==> config.mk <==
export PLATFORM = sky130hd
export DESIGN_NAME = source_realign_top
export DESIGN_NICKNAME = d
export VERILOG_FILES = /design/src/rtl/realign_pkg.sv /design/src/rtl/stream_fifo.sv /design/src/rtl/line_sequencer.sv /design/src/rtl/realign_shifter.sv /design/src/rtl/source_realign_top.sv
export SDC_FILE = /design/constraint.sdc
export NUM_CORES = 1
export LEC_CHECK = 0
export BUFFER_PORTS_ARGS = -buffer_cell sky130_fd_sc_hd__buf_2
export CORE_AREA = 5 5 194 196
export CTS_CLUSTER_SIZE = 20
export DETAILED_ROUTE_END_ITERATION = 12
export DIE_AREA = 0 0 199 201
export GPL_ROUTABILITY_DRIVEN = 0
export PLACE_DENSITY_LB_ADDON = 0.1
export SKIP_LAST_GASP = 1
export SYNTH_ARGS = -nofsm -noshare
export SYNTH_HDL_FRONTEND = slang
export SYNTH_SLANG_ARGS = --single-unit
export TNS_END_PERCENT = 5
==> constraint.sdc <==
create_clock -name clk_i -period 4 [get_ports clk_i]
set_input_delay 0.6 -clock clk_i [delete_from_list [all_inputs] [get_ports clk_i]]
set_output_delay 0.6 -clock clk_i [all_outputs]
set_load 0.1 [all_outputs]
==> src/rtl/realign_pkg.sv <==
// fixed 64-bit word of 8 bytes; line lengths of 1 to 255 output words, zero is not supported

package realign_pkg;

  // word geometry
  localparam int unsigned DATA_W = 64;
  localparam int unsigned STRB_W = DATA_W / 8;

  // byte offset and line length widths
  localparam int unsigned OFF_W = $clog2(STRB_W);
  localparam int unsigned LEN_W = 8;

  // one data beat on any of the streams
  typedef logic [DATA_W-1:0] word_t;

  // first valid byte of a line inside its first input word
  typedef logic [OFF_W-1:0] off_t;

  // line length in aligned output words
  typedef logic [LEN_W-1:0] len_t;

endpackage : realign_pkg

==> src/rtl/stream_fifo.sv <==
// FIFO_DEPTH must be 2 or more; no bypass path, so a word is seen at the output one cycle after push

module stream_fifo #(
  parameter int unsigned FIFO_DEPTH = 4
) (
  input  logic                clk_i,
  input  logic                rst_ni,
  input  logic                push_valid_i,
  output logic                push_ready_o,
  input  realign_pkg::word_t  push_data_i,
  output logic                pop_valid_o,
  input  logic                pop_ready_i,
  output realign_pkg::word_t  pop_data_o
);

  import realign_pkg::*;

  localparam int unsigned PTR_W = $clog2(FIFO_DEPTH);
  localparam int unsigned CNT_W = $clog2(FIFO_DEPTH + 1);

  word_t             mem_q [FIFO_DEPTH];
  logic [PTR_W-1:0]  wr_ptr_q;
  logic [PTR_W-1:0]  rd_ptr_q;
  logic [CNT_W-1:0]  count_q;
  logic              push;
  logic              pop;

  assign push_ready_o = (count_q != CNT_W'(FIFO_DEPTH));
  assign pop_valid_o  = (count_q != '0);
  assign pop_data_o   = mem_q[rd_ptr_q];

  assign push = push_valid_i & push_ready_o;
  assign pop  = pop_valid_o & pop_ready_i;

  // pointers wrap by hand so that depths other than powers of two work
  always_ff @(posedge clk_i or negedge rst_ni) begin
    if (!rst_ni) begin
      wr_ptr_q <= '0;
      rd_ptr_q <= '0;
      count_q  <= '0;
    end else begin
      if (push) begin
        if (wr_ptr_q == PTR_W'(FIFO_DEPTH - 1)) begin
          wr_ptr_q <= '0;
        end else begin
          wr_ptr_q <= wr_ptr_q + PTR_W'(1);
        end
      end
      if (pop) begin
        if (rd_ptr_q == PTR_W'(FIFO_DEPTH - 1)) begin
          rd_ptr_q <= '0;
        end else begin
          rd_ptr_q <= rd_ptr_q + PTR_W'(1);
        end
      end
      // simultaneous push and pop leave the fill level unchanged
      if (push && !pop) begin
        count_q <= count_q + CNT_W'(1);
      end else if (pop && !push) begin
        count_q <= count_q - CNT_W'(1);
      end
    end
  end

  // storage
  always_ff @(posedge clk_i) begin
    if (push) begin
      mem_q[wr_ptr_q] <= push_data_i;
    end
  end

endmodule : stream_fifo

==> src/rtl/line_sequencer.sv <==
// one line at a time; a command is taken only when idle, and a length of zero is not supported

module line_sequencer (
  input  logic               clk_i,
  input  logic               rst_ni,
  input  logic               cmd_valid_i,
  output logic               cmd_ready_o,
  input  realign_pkg::off_t  cmd_offset_i,
  input  realign_pkg::len_t  cmd_length_i,
  input  logic               beat_take_i,
  output logic               line_active_o,
  output realign_pkg::off_t  line_rot_o,
  output logic               beat_first_o,
  output logic               beat_last_o
);

  import realign_pkg::*;

  // one spare bit, a misaligned line needs length plus one input beats
  localparam int unsigned CNT_W = LEN_W + 1;

  typedef enum logic {
    IDLE,
    RUN
  } state_e;

  state_e            state_q;
  off_t              rot_q;
  logic [CNT_W-1:0]  beats_q;
  logic [CNT_W-1:0]  cnt_q;
  logic [CNT_W-1:0]  cmd_beats;
  logic              cmd_accept;

  assign cmd_ready_o = (state_q == IDLE);
  assign cmd_accept  = cmd_valid_i & cmd_ready_o;

  // input beats for the incoming command
  assign cmd_beats = {1'b0, cmd_length_i} + CNT_W'(cmd_offset_i != '0);

  assign line_active_o = (state_q == RUN);
  assign line_rot_o    = rot_q;
  assign beat_first_o  = line_active_o && (cnt_q == '0);
  assign beat_last_o   = line_active_o && (cnt_q == beats_q - CNT_W'(1));

  always_ff @(posedge clk_i or negedge rst_ni) begin
    if (!rst_ni) begin
      state_q <= IDLE;
      rot_q   <= '0;
      beats_q <= '0;
      cnt_q   <= '0;
    end else begin
      case (state_q)
        IDLE: begin
          if (cmd_accept) begin
            rot_q   <= cmd_offset_i;
            beats_q <= cmd_beats;
            cnt_q   <= '0;
            state_q <= RUN;
          end
        end
        RUN: begin
          if (beat_take_i) begin
            if (beat_last_o) begin
              // line done, ready for the next command
              cnt_q   <= '0;
              state_q <= IDLE;
            end else begin
              cnt_q <= cnt_q + CNT_W'(1);
            end
          end
        end
        default: begin
          state_q <= IDLE;
        end
      endcase
    end
  end

endmodule : line_sequencer

==> src/rtl/realign_shifter.sv <==
// line_rot_i must hold steady while line_active_i is high; upper bytes of the last beat are dropped

module realign_shifter (
  input  logic                clk_i,
  input  logic                rst_ni,
  input  logic                line_active_i,
  input  realign_pkg::off_t   line_rot_i,
  input  logic                beat_first_i,
  input  logic                beat_last_i,
  input  logic                fifo_valid_i,
  output logic                fifo_ready_o,
  input  realign_pkg::word_t  fifo_data_i,
  output logic                beat_take_o,
  output logic                out_valid_o,
  input  logic                out_ready_i,
  output realign_pkg::word_t  out_data_o,
  output logic                out_last_o
);

  import realign_pkg::*;

  localparam int unsigned SH_W = $clog2(DATA_W);

  word_t            carry_q;
  word_t            out_data_q;
  logic             out_valid_q;
  logic             out_last_q;
  logic             out_free;
  logic             take;
  logic             complete;
  logic             realign;
  logic [SH_W-1:0]  rot_bits;
  logic [SH_W-1:0]  fill_bits;
  word_t            merged;

  // output register can accept when empty or draining this cycle
  assign out_free = !out_valid_q || out_ready_i;

  assign fifo_ready_o = line_active_i && out_free;
  assign take         = fifo_valid_i && fifo_ready_o;
  assign beat_take_o  = take;

  assign realign = (line_rot_i != '0);

  // bit position of the first valid byte
  assign rot_bits = {line_rot_i, 3'b000};

  // wraps to 64 minus the rotation, only used when realigning
  assign fill_bits = SH_W'(DATA_W) - rot_bits;

  // carry bytes go low, next word's lower bytes fill the top
  always_comb begin
    if (realign) begin
      merged = carry_q | (fifo_data_i << fill_bits);
    end else begin
      merged = fifo_data_i;
    end
  end

  // first beat of a misaligned line only primes the carry
  assign complete = take && (!realign || !beat_first_i);

  // keep bytes from the offset upward, shifted down to byte 0
  always_ff @(posedge clk_i) begin
    if (take) begin
      carry_q <= fifo_data_i >> rot_bits;
    end
  end

  always_ff @(posedge clk_i or negedge rst_ni) begin
    if (!rst_ni) begin
      out_valid_q <= 1'b0;
      out_last_q  <= 1'b0;
    end else begin
      if (complete) begin
        out_valid_q <= 1'b1;
        out_last_q  <= beat_last_i;
      end else if (out_ready_i) begin
        out_valid_q <= 1'b0;
        out_last_q  <= 1'b0;
      end
    end
  end

  // payload
  always_ff @(posedge clk_i) begin
    if (complete) begin
      out_data_q <= merged;
    end
  end

  assign out_valid_o = out_valid_q;
  assign out_data_o  = out_data_q;
  assign out_last_o  = out_last_q;

endmodule : realign_shifter

==> src/rtl/source_realign_top.sv <==
// source-side realigner for 64-bit words; FIFO_DEPTH of 2 or more, one line in flight at a time

module source_realign_top #(
  parameter int unsigned FIFO_DEPTH = 4
) (
  input  logic                clk_i,
  input  logic                rst_ni,
  input  logic                cmd_valid_i,
  output logic                cmd_ready_o,
  input  realign_pkg::off_t   cmd_offset_i,
  input  realign_pkg::len_t   cmd_length_i,
  input  logic                in_valid_i,
  output logic                in_ready_o,
  input  realign_pkg::word_t  in_data_i,
  output logic                out_valid_o,
  input  logic                out_ready_i,
  output realign_pkg::word_t  out_data_o,
  output logic                out_last_o
);

  import realign_pkg::*;

  logic   fifo_valid;
  logic   fifo_ready;
  word_t  fifo_data;
  logic   line_active;
  off_t   line_rot;
  logic   beat_first;
  logic   beat_last;
  logic   beat_take;

  // elastic buffer for the misaligned input words
  stream_fifo #(
    .FIFO_DEPTH ( FIFO_DEPTH )
  ) i_fifo (
    .clk_i        ( clk_i       ),
    .rst_ni       ( rst_ni      ),
    .push_valid_i ( in_valid_i  ),
    .push_ready_o ( in_ready_o  ),
    .push_data_i  ( in_data_i   ),
    .pop_valid_o  ( fifo_valid  ),
    .pop_ready_i  ( fifo_ready  ),
    .pop_data_o   ( fifo_data   )
  );

  line_sequencer i_sequencer (
    .clk_i         ( clk_i        ),
    .rst_ni        ( rst_ni       ),
    .cmd_valid_i   ( cmd_valid_i  ),
    .cmd_ready_o   ( cmd_ready_o  ),
    .cmd_offset_i  ( cmd_offset_i ),
    .cmd_length_i  ( cmd_length_i ),
    .beat_take_i   ( beat_take    ),
    .line_active_o ( line_active  ),
    .line_rot_o    ( line_rot     ),
    .beat_first_o  ( beat_first   ),
    .beat_last_o   ( beat_last    )
  );

  realign_shifter i_shifter (
    .clk_i         ( clk_i       ),
    .rst_ni        ( rst_ni      ),
    .line_active_i ( line_active ),
    .line_rot_i    ( line_rot    ),
    .beat_first_i  ( beat_first  ),
    .beat_last_i   ( beat_last   ),
    .fifo_valid_i  ( fifo_valid  ),
    .fifo_ready_o  ( fifo_ready  ),
    .fifo_data_i   ( fifo_data   ),
    .beat_take_o   ( beat_take   ),
    .out_valid_o   ( out_valid_o ),
    .out_ready_i   ( out_ready_i ),
    .out_data_o    ( out_data_o  ),
    .out_last_o    ( out_last_o  )
  );

endmodule : source_realign_top

==> results of run 1 <==
## flip-flops by register name (all words and copies together) (netlist names)
name,flops
i_sequencer.line_active_o,1
i_shifter.out_data_o,64
i_sequencer.cnt_q,9
i_fifo.count_q,3
i_sequencer.line_rot_o,3
i_fifo.mem_q,256
i_sequencer.beats_q,9
i_shifter.carry_q,64
i_shifter.out_last_o,1
i_fifo.rd_ptr_q,2
i_shifter.out_valid_o,1
i_fifo.wr_ptr_q,2
## power groups by stage
stage / clock (mW) / sequential (mW) / combinational, mW
after floorplan: 0 / 9.44 / 3.97
final: 4.06 / 7.09 / 8.47
after global routing: 4.31 / 7.23 / 8.97
after detailed placement: 0 / 7.18 / 8.39
after global placement: 0 / 7.15 / 8.33
after CTS: 4.13 / 7.11 / 8.41
## worst min path at each step
stage / start / depth (start not counted) / endpoint
floorplan: rst_ni / 0 / i_fifo.count_q[0]
global placement: i_shifter.out_last_o / 2 / i_shifter.out_last_o
detailed placement: i_sequencer.beats_q[8] / 2 / i_sequencer.beats_q[8]
CTS: rst_ni / 1 / i_fifo.rd_ptr_q[1]
global route: rst_ni / 1 / i_fifo.rd_ptr_q[1]
finish: rst_ni / 1 / i_fifo.rd_ptr_q[1]
## critical path: cells and delay by family, from the launching register on
family | cells | cell delay [ns]
AO/OA/AOI/OAI | 3 | 0.83
buffers and inverters | 1 | 0.43
flip-flops | 1 | 0.89
multiplexers | 2 | 0.86
## cell usage after synthesis, types with 4 or more instances
cell       instances
edfxtp_1         384
nand2_1          205
nor2_1           152
a21oi_1          106
o21ai_0           69
clkbuf_1          67
mux4_2            66
mux2i_1           56
mux2_2            34
o22ai_1           33
dfrtp_1           31
a22oi_1           27
nand3_1           23
nor3_1            23
inv_1             21
and2_1            14
buf_1             14
and3_1            13
ha_1              13
buf_2             12
a31oi_1           11
xnor2_1           10
a22o_1             9
xor2_1             9
a2111oi_0          8
a211oi_1           7
nor4_1             7
a221oi_1           4
a311o_1            4
o31ai_1            4
## routing by layer
metal	track usage (%)	vias to the layer above	share of wire, %
met2	37.1	631	45
met3	5.15	89	8.7
met5	0	-	0
met1	38.7	6540	44
met4	5.89	0	2.2
li1	-	5903	-
## layout by cell type (no fill, tap or decap), types with 8 or more instances in the layout
cell	Yosys	layout
edfxtp_1	384	384
nand2_1	205	205
nor2_1	152	152
buf_2	12	147
a21oi_1	106	106
o21ai_0	69	69
mux4_2	66	66
mux2i_1	56	56
clkbuf_16	0	46
mux2_2	34	34
o22ai_1	33	33
buf_4	3	32
dfrtp_1	31	28
a22oi_1	27	27
nand3_1	23	23
nor3_1	23	23
inv_1	21	18
and2_1	14	14
a31oi_1	11	11
clkinv_1	1	11
ha_1	13	11
xnor2_1	10	10
clkbuf_1	67	10
and3_1	13	9
a22o_1	9	9
xor2_1	9	9
a2111oi_0	8	8
## layout make-up
type                            count  area (um^2)  share of cell area (%)
Sequential cell                   415        12300                    55.9
Multi-Input combinational cell    948         6570                    29.8
Clock buffer                       56         1190                    5.40
Timing Repair Buffer              181         1020                    4.61
Tap cell                          468          586                    2.66
Clock inverter                     24          253                    1.15
Inverter                           24         93.8                   0.426
## cells by family (layout without fill, tap and decap cells)
group / Yosys count / count (layout) / synth area share (%)
buffers and inverters: 123 / 285 / 2.60
AO/OA/AOI/OAI: 305 / 305 / 9.68
adder cells (fa/ha/maj): 14 / 14 / 0.943
multiplexers: 156 / 156 / 12.5
flip-flops: 415 / 415 / 63.5
XOR/XNOR: 19 / 19 / 0.859
AND/OR/NAND/NOR: 454 / 454 / 9.81
==> metrics.yaml, run 1 <==
status: "finished, final reports clean"
post-route-util_pct: 61.3
pwr-share-seq_pct: 36.1
wire_per_inst_um: 23.9
path_cells: "buf_4 -> mux4_2 -> mux2i_1 -> a211oi_1 -> a2111oi_0 -> a21oi_1"
yosysSeqAreaShare_pct: 63.5
slew_viol_final: 0
p_int_mw: 11.2
syn_inst: 1486
cts-buffers-inserted: 44
grt_pass1_wl_um: 77100
p_comb_share_pct: 43.2
viasPerCell: 6.22
startpoint: "i_fifo.rd_ptr_q[0]"
clkSlewWorstSetupHoldPaths_ns: 0.06
cts.sinks: 415
worstPathArrival_ns: 3.63
rr_startpoint: "i_fifo.rd_ptr_q[0]"
drive_above_1_share_pct: 21.8
slowest_delay_ns: 0.89
die_w_um: 199
ctsResizeCount: 0
grt_overflow_total: 0
syn_to_final_growth_pct: 13.7
fin_tns_setup_ns: 0
synth_area_per_cell_um2: 13.0
final-setup-viol-count: 0
irDropWorstVdd_uv: 915
ys.flop_type: "edfxtp_1"
synth_async_sr_flop_share_pct: 7.47
tightest_slew_ns: 1.18
fmaxAchievable_mhz: 297
drv_cap: 0
grt_use_total_pct: 25.1
r2r_end: "i_shifter.out_data_o[40]"
antenna_left: 0
total_power_mw: 19.6
path_class: "reg -> reg"
worstSetupEndpointType: "flip-flop"
cts_buffer_depth: 3
dp_worst_setup_slack_ns: 0.625
timing.slew.headroom_pct: 21.1
ios: 148
rows: 70
dp.cells: 2036
layout.cells.non_filler: 2116
cts_tree: "done"
core_mm2: 0.0359
insertedDiodeCount: 0
clkLatencyLatePin_ns: 0.57
layout.nets: 1708
p_sw_mw: 8.43
fin_ws_ns: 0.636
reg2regPathDepth: 6
htree_levels: 2
hp-class: "in -> async"
ys.warnings.count: 0
p_sw_share_pct: 42.9
netlist.area_leader.share_pct: 59.5
period_minus_slack_ns: 3.36
postCtsSetupBuffers: 0
rsz0062_at_grt: "no"
drt_iter0_markers: 1532
antenna_found_initial: 1
cp_max_fo: 40
dpl.hpwl_um: 33300
power.density_mw_per_mm2: 891
die_h_um: 201
cp-endpoint: "i_shifter.out_data_o[40]"
die_area_mm2: 0.0400
drt-total-wl_um: 50700
hold_buffers: 0
hold_viol: 0
dpl_cell_area_mm2: 0.0206
period_share_pct: 84.1
synth_seq_cells: 415
ff2ff_setup_slack_ns: 0.64
start_util_pct: 53.9
drt_first_pass_iters: 8
yosys-top-cells-area: "edfxtp_1, mux4_2, dfrtp_1, nand2_1, nor2_1"
final_area_mm2: 0.0220
start_kind: "flip-flop"
vias: 13163
syn_area_mm2: 0.0194
io_buffers: 147
synth_fp_nets: 1580
yosys.area.top_type: "edfxtp_1"
critPathSlowestCell: "dfrtp_4"
ys_types: 64
hold_slack_ns: 0.0907
leakagePower_nw: 8.15
drc: 0
fillers: 2819
synth-edff-count: 384
clock_skew_ns: 0.0156
required_ns: 4.27
power_frac_clock_pct: 20.7
grt_pass1_vias: 12628
grt_max_degree: 93
cts_root_buffer: "clkbuf_16"
Note: power is estimated with default switching activity, not from simulation.
==> run 2, diff against run 1 <==
Clock period 4 ns to 2.8 ns, I/O delays scaled along.
==> run 2 against run 1 <==
Against the previous run: non-clock buffer count up 44; core utilization is 1.4 points higher; sequential share of layout area is 1.3 points lower; clock-buffer cell count is 1 higher; clock power rose by 44%; worst setup slack got worse by 0.57 ns; critical endpoint is now i_shifter.carry_q[8].
==> metrics.yaml, run 2 (synthesized netlist as in run 1, its figures left out) <==
dp_worst_setup_slack_ns: 0.135  # was 0.625 ns
cts_root_buffer: "clkbuf_16"  # unchanged
final_common_cell: "edfxtp_1"  # unchanged
grt_use_total_pct: 26.2  # was 25.1%
hold_slack_ns: 0.0674  # was 0.0907 ns
drive_above_1_share_pct: 23.8  # was 21.8%
irDropWorstVdd_uv: 982  # was 915 uV
grt_pass1_wl_um: 79400  # was 77100 um
drt_first_pass_iters: 6  # was 8
status: "finished, final reports clean"  # unchanged
worstSetupEndpointType: "flip-flop"  # unchanged
drv_cap: 0  # unchanged
io_buffers: 147  # unchanged
htree_levels: 2  # unchanged
clkSlewWorstSetupHoldPaths_ns: 0.06  # about the same
hold_start: "in_data_i[26]"
rr_startpoint: "i_fifo.rd_ptr_q[1]"  # was i_fifo.rd_ptr_q[0]
vias: 13315  # was 13163
p_comb_share_pct: 45.1  # was 43.2%
hp-class: "in -> reg"  # was in -> async
die_w_um: 199  # unchanged
post-route-util_pct: 62.8  # was 61.3%
layout.cells.non_filler: 2156  # was 2116
die_area_mm2: 0.0400  # unchanged
fmaxAchievable_mhz: 366  # was 297 MHz
tightest_slew_ns: 1.27  # was 1.18 ns
p_sw_share_pct: 42.7  # was 42.9%
rows: 70  # unchanged
wire_per_inst_um: 24.5  # was 23.9 um
core_mm2: 0.0359  # unchanged
worst-path-buf-inv: 2  # was 1
final-setup-viol-count: 0  # unchanged
fillers: 2769  # was 2819
drt-total-wl_um: 52800  # was 50700 um
cts_buffer_depth: 3  # unchanged
path_class: "reg -> reg"  # unchanged
dp.cells: 2079  # was 2036
power.density_mw_per_mm2: 1280  # was 891 mW/mm^2
start_util_pct: 53.9  # unchanged
dpl.hpwl_um: 35400  # was 33300 um
layout.nets: 1752  # was 1708
p_int_mw: 16.5  # was 11.2 mW
grt_pass1_vias: 12605  # was 12628
required_ns: 3.06  # was 4.27 ns
startpoint: "i_fifo.rd_ptr_q[1]"  # was i_fifo.rd_ptr_q[0]
period_minus_slack_ns: 2.73  # was 3.36 ns
timing.slew.headroom_pct: 14.8  # was 21.1%
cts_tree: "done"  # unchanged
period_share_pct: 97.6  # was 84.1%
antenna_left: 0  # unchanged
fin_ws_ns: 0.0660  # was 0.636 ns
clock_skew_ns: 0.00947  # was 0.0156 ns
antenna_found_initial: 1  # unchanged
power_frac_clock_pct: 20.3  # was 20.7%
die_h_um: 201  # unchanged
rsz0062_at_grt: "no"  # unchanged
cp_max_fo: 19  # was 40
largest_reg_flops: 256  # unchanged
drc: 0  # unchanged
grt_overflow_total: 0  # unchanged
critPathSlowestCell: "dfrtp_4"  # unchanged
viasPerCell: 6.18  # was 6.22
hold_viol: 0  # unchanged
path_cells: "buf_12 -> mux2_2 -> o21ai_0 -> buf_4 -> o21ai_0 -> o21ai_0 -> mux2i_1"  # was buf_4 -> mux4_2 -> mux2i_1 -> a211oi_1 -> a2111oi_0 -> a21oi_1
leakagePower_nw: 8.41  # was 8.15 nW
cpMostUsedCell: "o21ai_0"
largest_register: "i_fifo.mem_q"  # unchanged
worstPathArrival_ns: 2.99  # was 3.63 ns
cts-buffers-inserted: 44  # unchanged
ios: 148  # unchanged
start_kind: "flip-flop"  # unchanged
path_delay_family: "compound AO/OA/AOI/OAI gates"  # was flip-flops
slowest_delay_ns: 0.58  # was 0.89 ns
clkLatencyLatePin_ns: 0.57  # about the same
final_cell_mix: "edfxtp_1, nand2_1, nor2_1"  # unchanged
syn_to_final_growth_pct: 16.4  # was 13.7%
p_sw_mw: 12.3  # was 8.43 mW
cts.sinks: 415  # unchanged
pwr-share-seq_pct: 34.6  # was 36.1%
slew_viol_final: 0  # unchanged
grt_max_degree: 143  # was 93
drt_iter0_markers: 1777  # was 1532
[run 2: metal layers]
| layer | share of wire (%) | wire, um | vias to the layer above | global-route usage, % |
|---|---|---|---|---|
| li1 | - | - | 5988 | - |
| met1 | 43 | 22500 | 6530 | 39.2 |
| met2 | 46 | 24100 | 722 | 39.4 |
| met3 | 9.6 | 5090 | 75 | 6.24 |
| met4 | 2.0 | 1030 | 0 | 6.25 |
| met5 | 0 | 0 | - | 0 |
[run 2: final cells by class]
cell class	count	area, um^2	share of cell area [%]
clock buffers	57	1180	5.24
repair buffers	225	1510	6.71
inverters	24	101	0.450
well taps	468	586	2.60
multi-input cells	948	6590	29.3
diodes	1	2.50	0.0111
flip-flops and latches	415	12300	54.7
clock inverters	18	243	1.08
[run 2: worst reg2reg max path: stages (launching register included)]
cell and delay [ns]:
dfrtp_4 0.58, buf_12 0.24, mux2_2 0.36, o21ai_0 0.48
buf_4 0.25, o21ai_0 0.12, o21ai_0 0.21, mux2i_1 0.18
[run 2: final timing paths]
path / to / slack, ns / cells after the start
max in group asynchronous: i_fifo.rd_ptr_q[1] / 1.72 / 2
worst max-delay path: i_shifter.carry_q[8] / 0.07 / 7
worst max register to register: i_shifter.carry_q[8] / 0.07 / 7
worst min register to register: i_sequencer.beats_q[8] / 0.51 / 2
worst min-delay path: i_fifo.mem_q[2][26] / 0.07 / 1
min in group asynchronous: i_fifo.rd_ptr_q[0] / 0.47 / 2
[run 2: timing repair]
| item | CTS | global route |
|---|---|---|
| resized for setup | 0 | 1 |
| setup buffers | 0 | 0 |
| endpoints found under the setup margin | 0 | 1 |
| hold buffers | 1 | 0 |
| hold endpoints to repair | 31 | 0 |
[run 2: stage by stage]
step | total power, mW | cell area (um^2) | TNS (ns)
2_1_floorplan | 19.1 | 19500 | -114.09
3_3_place_gp | 22.8 | 21100 | 0
3_5_place_dp | 22.9 | 21100 | 0
4_1_cts | 28.8 | 22500 | 0
5_1_grt | 30.0 | 22500 | 0
6_report | 28.8 | 22500 | 0
[run 2: power by group through the flow]
stage,Combinational (mW),Clock (mW),Sequential (mW)
floorplan,5.68,0,13.5
CTS,12.9,5.96,9.96
detailed placement,12.8,0,10.1
finish,13.0,5.84,9.95
global placement,12.7,0,10.0
global route,13.7,6.25,10.1
